[src/source/icache_pkg.sv]
package icache_pkg;

    // fetch address seen by the cache
    localparam int ADDR_W = 32;

    // one cache line holds 16 instructions
    localparam int LINE_W = 512;

    // two instructions per fetch for the dual-issue front end
    localparam int FETCH_W = 64;

    // byte offset inside a line, so the set index starts at bit 6
    localparam int OFFSET_W = 6;

    // picks one of the eight pairs in a line
    // taken from address bits 5 to 3
    localparam int FETCH_SEL_W = 3;

    // fixed at two, the single lru bit per set depends on it
    localparam int NUM_WAYS = 2;

    // controller states
    typedef enum logic [1:0] {
        IDLE   = 2'd0,    // waiting for a fetch
        LOOKUP = 2'd1,    // tag compare and hit response
        MISS   = 2'd2,    // line requested from memory
        REFILL = 2'd3     // response from return buffer, line written
    } state_t;

endpackage

[src/source/icache_ctrl.sv]
`timescale 1ns/1ps

module icache_ctrl #(
    parameter int INDEX_WIDTH = 6,
    localparam int TAG_W = icache_pkg::ADDR_W - icache_pkg::OFFSET_W - INDEX_WIDTH
) (
    input  logic                               clk,
    input  logic                               rstn,
    // pipeline request
    input  logic                               i_req_valid,
    input  logic [icache_pkg::ADDR_W-1:0]      i_req_addr,
    output logic                               o_req_ready,
    // pipeline response
    output logic                               o_resp_valid,
    output logic [icache_pkg::FETCH_W-1:0]     o_resp_data,
    output logic                               o_resp_adef,
    // memory port
    output logic                               o_mem_req,
    output logic [icache_pkg::ADDR_W-1:0]      o_mem_addr,
    input  logic                               i_mem_ready,
    input  logic [icache_pkg::LINE_W-1:0]      i_mem_line,
    // array side
    output logic [INDEX_WIDTH-1:0]             o_rd_index,
    output logic [TAG_W-1:0]                   o_lookup_tag,
    output logic [icache_pkg::FETCH_SEL_W-1:0] o_fetch_sel,
    input  logic                               i_hit,
    input  logic [icache_pkg::FETCH_W-1:0]     i_array_data,
    output logic                               o_lru_touch,
    output logic                               o_fill_we,
    output logic [INDEX_WIDTH-1:0]             o_fill_index,
    output logic [icache_pkg::LINE_W-1:0]      o_fill_line
);

    localparam int INDEX_LSB = icache_pkg::OFFSET_W;
    localparam int TAG_LSB   = icache_pkg::OFFSET_W + INDEX_WIDTH;
    localparam int SEL_LSB   = icache_pkg::OFFSET_W - icache_pkg::FETCH_SEL_W;

    icache_pkg::state_t state_q;
    icache_pkg::state_t state_d;

    logic [icache_pkg::ADDR_W-1:0] req_addr_q;   // request buffer
    logic [icache_pkg::LINE_W-1:0] ret_buf_q;    // return buffer
    logic                          accept;
    logic                          adef;

    assign accept = i_req_valid && o_req_ready;
    assign adef   = |req_addr_q[1:0];            // fetch must be word aligned

    always_ff @(posedge clk) begin
        if (accept) begin
            req_addr_q <= i_req_addr;
        end
        if (o_mem_req && i_mem_ready) begin
            ret_buf_q <= i_mem_line;
        end
    end

    always_ff @(posedge clk) begin
        if (!rstn) begin
            state_q <= icache_pkg::IDLE;
        end else begin
            state_q <= state_d;
        end
    end

    always_comb begin
        state_d      = state_q;
        o_req_ready  = 1'b0;
        o_resp_valid = 1'b0;
        o_mem_req    = 1'b0;
        o_lru_touch  = 1'b0;
        o_fill_we    = 1'b0;
        case (state_q)
            icache_pkg::IDLE: begin
                o_req_ready = 1'b1;
            end
            icache_pkg::LOOKUP: begin
                if (adef || i_hit) begin
                    o_resp_valid = 1'b1;
                    o_req_ready  = 1'b1;
                    o_lru_touch  = !adef;   // a faulting fetch leaves the arrays alone
                end else begin
                    state_d = icache_pkg::MISS;
                end
            end
            icache_pkg::MISS: begin
                o_mem_req = 1'b1;           // held until the line arrives
                if (i_mem_ready) begin
                    state_d = icache_pkg::REFILL;
                end
            end
            icache_pkg::REFILL: begin
                o_resp_valid = 1'b1;
                o_fill_we    = 1'b1;
                o_req_ready  = 1'b1;
            end
            default: begin
                state_d = icache_pkg::IDLE;
            end
        endcase
        // any cycle that can accept picks the next state from the request
        if (o_req_ready) begin
            state_d = i_req_valid ? icache_pkg::LOOKUP : icache_pkg::IDLE;
        end
    end

    // response data
    always_comb begin
        if (state_q == icache_pkg::REFILL) begin
            o_resp_data = ret_buf_q[o_fetch_sel*icache_pkg::FETCH_W +: icache_pkg::FETCH_W];
        end else if (adef) begin
            o_resp_data = '0;
        end else begin
            o_resp_data = i_array_data;
        end
    end

    assign o_resp_adef = (state_q == icache_pkg::LOOKUP) && adef;

    // new index on acceptance, otherwise keep reading the buffered set
    assign o_rd_index   = accept ? i_req_addr[INDEX_LSB +: INDEX_WIDTH]
                                 : req_addr_q[INDEX_LSB +: INDEX_WIDTH];
    assign o_lookup_tag = req_addr_q[TAG_LSB +: TAG_W];
    assign o_fetch_sel  = req_addr_q[SEL_LSB +: icache_pkg::FETCH_SEL_W];

    assign o_mem_addr   = {req_addr_q[icache_pkg::ADDR_W-1:INDEX_LSB],
                           {icache_pkg::OFFSET_W{1'b0}}};   // line aligned
    assign o_fill_index = req_addr_q[INDEX_LSB +: INDEX_WIDTH];
    assign o_fill_line  = ret_buf_q;

endmodule

[config.mk]
export PLATFORM = sky130hd
export DESIGN_NAME = icache_ctrl
export DESIGN_NICKNAME = d
export VERILOG_FILES = /design/src/source/icache_pkg.sv /design/src/source/icache_ctrl.sv
export SDC_FILE = /design/constraint.sdc
export NUM_CORES = 1
export LEC_CHECK = 0
export BUFFER_PORTS_ARGS = -buffer_cell sky130_fd_sc_hd__buf_4
export CAP_MARGIN = 20
export CORE_AREA = 2 2 485 487
export CTS_BUF_LIST = sky130_fd_sc_hd__clkbuf_8
export CTS_CLUSTER_SIZE = 24
export DETAILED_ROUTE_END_ITERATION = 16
export DIE_AREA = 0 0 487 489
export PLACE_DENSITY_LB_ADDON = 0.2
export SYNTH_ARGS = -nofsm -noshare
export SYNTH_HDL_FRONTEND = slang
export SYNTH_SLANG_ARGS = --single-unit
[constraint.sdc]
create_clock -name clk -period 16.55 [get_ports clk]
set_input_delay 4.1375 -clock clk [delete_from_list [all_inputs] [get_ports clk]]
set_output_delay 4.1375 -clock clk [all_outputs]
set_load 0.05 [all_outputs]
# --- After elaboration in Yosys (flattened, before gate mapping) ---
# Index checks and enable logic that the tools add are counted.
word_totals:
  regBits: 546
  in_bits: 613
  word_cells: 34
op_classes:
  eq_ne: 5
  n_shift: 1
  mux: 15
  reduce_logical: 10
ops:
  columns: ["operator", "count"]
  rows:
  - ["512-bit by 10-bit variable part select with 64-bit output", 1]
  - ["64-bit two-way mux", 2]
  - ["1-bit two-way mux", 6]
  - ["2-bit two-way mux", 3]
  - ["6-bit two-way mux", 1]
  - ["3-bit != test, second input constant", 2]
  - ["2-bit equality test, second input constant", 2]
  - ["1-bit case mux with 2 select lines", 2]
  - ["2-bit case mux with 2 select lines", 1]
  - ["2-bit OR reduction", 2]
  - ["1-bit logical AND", 3]
  - ["3-bit AND reduction", 1]
  - ["3-bit nonzero test", 1]
  - ["2-bit by 1-bit equality test with 1-bit output, second input constant", 1]
  - ["2-bit logical NOT", 1]
  - ["1-bit logical NOT", 1]
  - ["1-bit logical OR", 1]

# --- Longest topological paths before layout ---
depth:
  word_depth: 6
  depth_mapped: 7
  mapped_depth_nobuf: 5

# --- Least setup slack after synthesis ---
# Ideal clock, no wire load.
synth_timing:
  kind: "in2reg"
  from: "in i_mem_ready"
  to: "reg state_q[0]"
  setup_ns: 0.059
  t_arrival_ns: 16.488
  required_ns: 16.491
  setup_slack_ns: 0.003
  stages: 3
  path_buffers: 0
  path_cell_list: "and2_1 -> nor2b_1 -> o311a_1"
synth_via:
  elab_chain_len: 2
synth_rtl:
  columns: ["item", "line", "text"]
  rows:
  - ["start, declared", "icache_ctrl.sv:20", "input logic i_mem_ready,"]
  - ["3-bit != test (no line)", null, null]
  - ["3-bit AND reduction (no line)", null, null]
  - ["end signal, assigned", "icache_ctrl.sv:60", "state_q <= icache_pkg::IDLE;"]
  - ["end signal, assigned", "icache_ctrl.sv:62", "state_q <= state_d;"]
  - ["end, declared", "icache_ctrl.sv:38", "icache_pkg::state_t state_q;"]
# No other way between the ends.
# A chain may end at the register's enable or synchronous reset.

# --- Worst setup path after layout ---
layout_timing:
  from: "in i_hit"
  to: "out o_rd_index[2]"
layout_via:
  elab_chain_len: 5
layout_rtl:
  columns: ["item", "line", "text"]
  rows:
  - ["start, declared", "icache_ctrl.sv:26", "input logic i_hit,"]
  - ["1-bit logical OR", "icache_ctrl.sv:78", "if (adef || i_hit) begin"]
  - ["1-bit two-way mux", "icache_ctrl.sv:78", null]
  - ["1-bit case mux with 2 select lines", "icache_ctrl.sv:73", "case (state_q)"]
  - ["1-bit logical AND", "icache_ctrl.sv:46", "assign accept = i_req_valid && o_req_ready;"]
  - ["6-bit two-way mux", "icache_ctrl.sv:121", "assign o_rd_index = accept ? i_req_addr[INDEX_LSB +: INDEX_WIDTH]"]
  - ["end, declared", "icache_ctrl.sv:23", "output logic [INDEX_WIDTH-1:0] o_rd_index,"]
# No other way between the ends.

==> results.md <==
- Status: finished, final reports clean
- Hold bufs inserted after CTS: 0
- RR Endpoint: o_fill_line[69]$_DFFE_PP_
- R2r startpoint: state_q[1]$_SDFFE_PN0P_
- Fin. max-slew vios: 0
- Most common cell after layout, fill and taps aside: buf_4
- Post-synth ARST share: 0
- Worst slew pin tran: 1.086 ns
- Final WL: 162400 um
- DR DRC count: 0
- Core box area: 0.2336 mm2
- Total gr overflow: 0
- Total number of vias: 16660
- P&R area growth vs syn: 68.25%
- # IOs: 1262
- Post-cts resize count: 0
- Overall power: 0.004795 W
- Initial antenna violation count: 19
- Int Power: 0.002876 W
- Die width: 487 um
- Leading cell types in the layout, fill and taps excluded: buf_4, edfxtp_1, clkbuf_8
- PD cells: 131.4 mW/mm2
- Slew headroom: 0.2757
- Port bufs: 1254
- CTS tree: yes
- Post-DP HPWL: 135200 um
- Combinational Power Share: 0.332
- Req. time, crit path: 12.41 ns
- WL/cell: 29.34 um
- Worst min path class: reg -> reg
- Sequential-to-total area share from yosys stat: 0.7535
- First-pass iteration count of the detailed router: 5
- Total of max-cap violations: 0
- Seq pwr share: 0.370
- Top_reg_cell synth: edfxtp_1
- TritonCTS Buffers: 114
- Global-route wire length before repair: 200300 um
- Clk pwr share: 0.298
- Critical Path End Type: output pin
- Slack of the worst reg-to-reg path: 12.44 ns
- Critical path fanouts, max: 7
- Die area: 0.2381 mm2
- Clock Tree Root: clkbuf_8
- Fin Clk Skew: 0.06361 ns
- Placed cells: 5328
- R2R cell count: 5
- Clk pin slew, worst setup/hold paths: 0.06 ns
- IR drop worst, VDD: 0.00006424 V
- Avg Cell Area, Syn: 19.60 um2
- Synth cell types: 33
- Final-report setup violation count: 0
- Vertical die dimension: 489 um
- Non-Filler Instances: 5536
- Post-synthesis instance total: 1107
- Min-Delay Path Depth: 1
- Initial core utilization: 0.09285
- Leakage: 13.95 nW
- Min Hold Slack: 0.6356 ns
- Total track usage: 0.1300
- Routability Congestion: 0.8391
- Row count: 178
- Buffer count from post-CTS setup fixing: 0
- Setup TNS: 0 ns
- Min Tclk post-route: 9.634 ns
- P_sw: 0.001920 W
- FMAX: 103.8 MHz
- Mapped cell area: 0.02169 mm2
- Post-route ant nets: 0
- Clock sinks: 545
- RSZ-0062 raised after global routing: false
- Fraction of layout cells with a size suffix above 1: 0.6223
- Nets: 3000
- Worst skew pair latency: 0.85 ns
- Post-Route Utilization: 0.1562
- Number of synthesized flops with an enable pin: 543
- # H-tree levels: 3
- Sw frac: 0.4003
- Flops & latches, synth: 545
- Yosys warns: 0
- Largest net degree at the start of global routing: 147
- 1st-iter DRT viols: 1018
- Worst-case clock buffer depth: 3
- Final Cycle Share: 0.5821
- Worst setup SP type: input port
- Final hold violation count: 0
- Crit Path Class: in -> out
- Min-delay src: state_q[1]$_SDFFE_PN0P_
- WP data arrival: 5.50 ns
- Drt via density: 3.009
- Worst hold endpoint: state_q[1]$_SDFFE_PN0P_
- Vias in the first global route: 17890
[power groups by stage]
stage          combinational [W]  sequential [W]  clock (W)
3_3_place_gp             0.00164         0.00181          0
6_report                 0.00159         0.00178    0.00143
5_1_grt                  0.00167         0.00178    0.00155
2_1_floorplan           0.000717         0.00210          0
4_1_cts                  0.00164         0.00178    0.00151
3_5_place_dp             0.00164         0.00181          0
[cells by family after synthesis]
kind of cell	Yosys count	synth area share
buffers and inverters	126	0.03940
multiplexers	198	0.1312
AO/OA/AOI/OAI	136	0.05116
AND/OR/NAND/NOR	98	0.02284
adder cells (fa/ha/maj)	3	0.001731
other	1	0.0001729
flip-flops	545	0.7535
[metrics by stage]
stage / cell area (um2) / setup slack [ns]
finish: 36500 / 6.916
global route: 36490 / 6.853
CTS: 36480 / 6.910
detailed placement: 34370 / 6.914
global placement: 34370 / 6.929
floorplan: 21710 / 0.002933
[cells in the mapped netlist (6+ instances only)]
master | number | area (um2)
a22oi_1 | 42 | 315.3
a32o_1 | 42 | 420.4
buf_2 | 8 | 40.04
buf_4 | 67 | 503.0
buf_6 | 7 | 78.83
buf_8 | 6 | 90.09
clkbuf_1 | 30 | 112.6
edfxtp_1 | 543 | 16310
mux2_2 | 50 | 563.0
mux2i_1 | 84 | 840.8
mux4_2 | 64 | 1441
nand2_1 | 25 | 93.84
nand2b_1 | 43 | 269.0
nor2_1 | 23 | 86.33
o21ai_0 | 22 | 110.1
o221ai_1 | 22 | 192.7
[how the worst max path moves through the flow]
stage	from	endpoint	cells past startpoint
finish	i_hit	o_rd_index[2]	5
global route	i_hit	o_rd_index[2]	5
global placement	i_hit	o_rd_index[2]	5
detailed placement	i_hit	o_rd_index[1]	5
floorplan	i_mem_ready	state_q[0]$_SDFFE_PN0P_	3
CTS	i_hit	o_rd_index[1]	5
[flip-flops by register name (all words and copies together) (netlist names)]
register,cells
o_fill_line,512
req_addr_q,31
state_q,2
[layer usage]
metal	routed length (um)	GRT usage	up-vias
met5	96	0	-
met4	3472	0.03209	14
met3	20330	0.07154	180
met2	77950	0.2179	1034
met1	60550	0.1419	8381
li1	-	-	7048
[cell type report]
| type | instances | area (um2) |
|---|---|---|
| flip-flops and latches | 545 | 16350 |
| well taps | 3060 | 3829 |
| clock inverters | 86 | 516.7 |
| multi-input cells | 441 | 4547 |
| repair buffers | 1278 | 9632 |
| fillers | 26070 | 197100 |
| clock buffers | 116 | 1597 |
| diodes | 6 | 15.01 |
| inverters | 4 | 15.01 |
[worst max-delay path: stages]
cell and delay (ns):
buf_4 0.12, o31a_1 0.30, o21ai_2 0.34, mux2_2 0.40, buf_4 0.19
No activity file was read; power rests on OpenSTA's default activity.
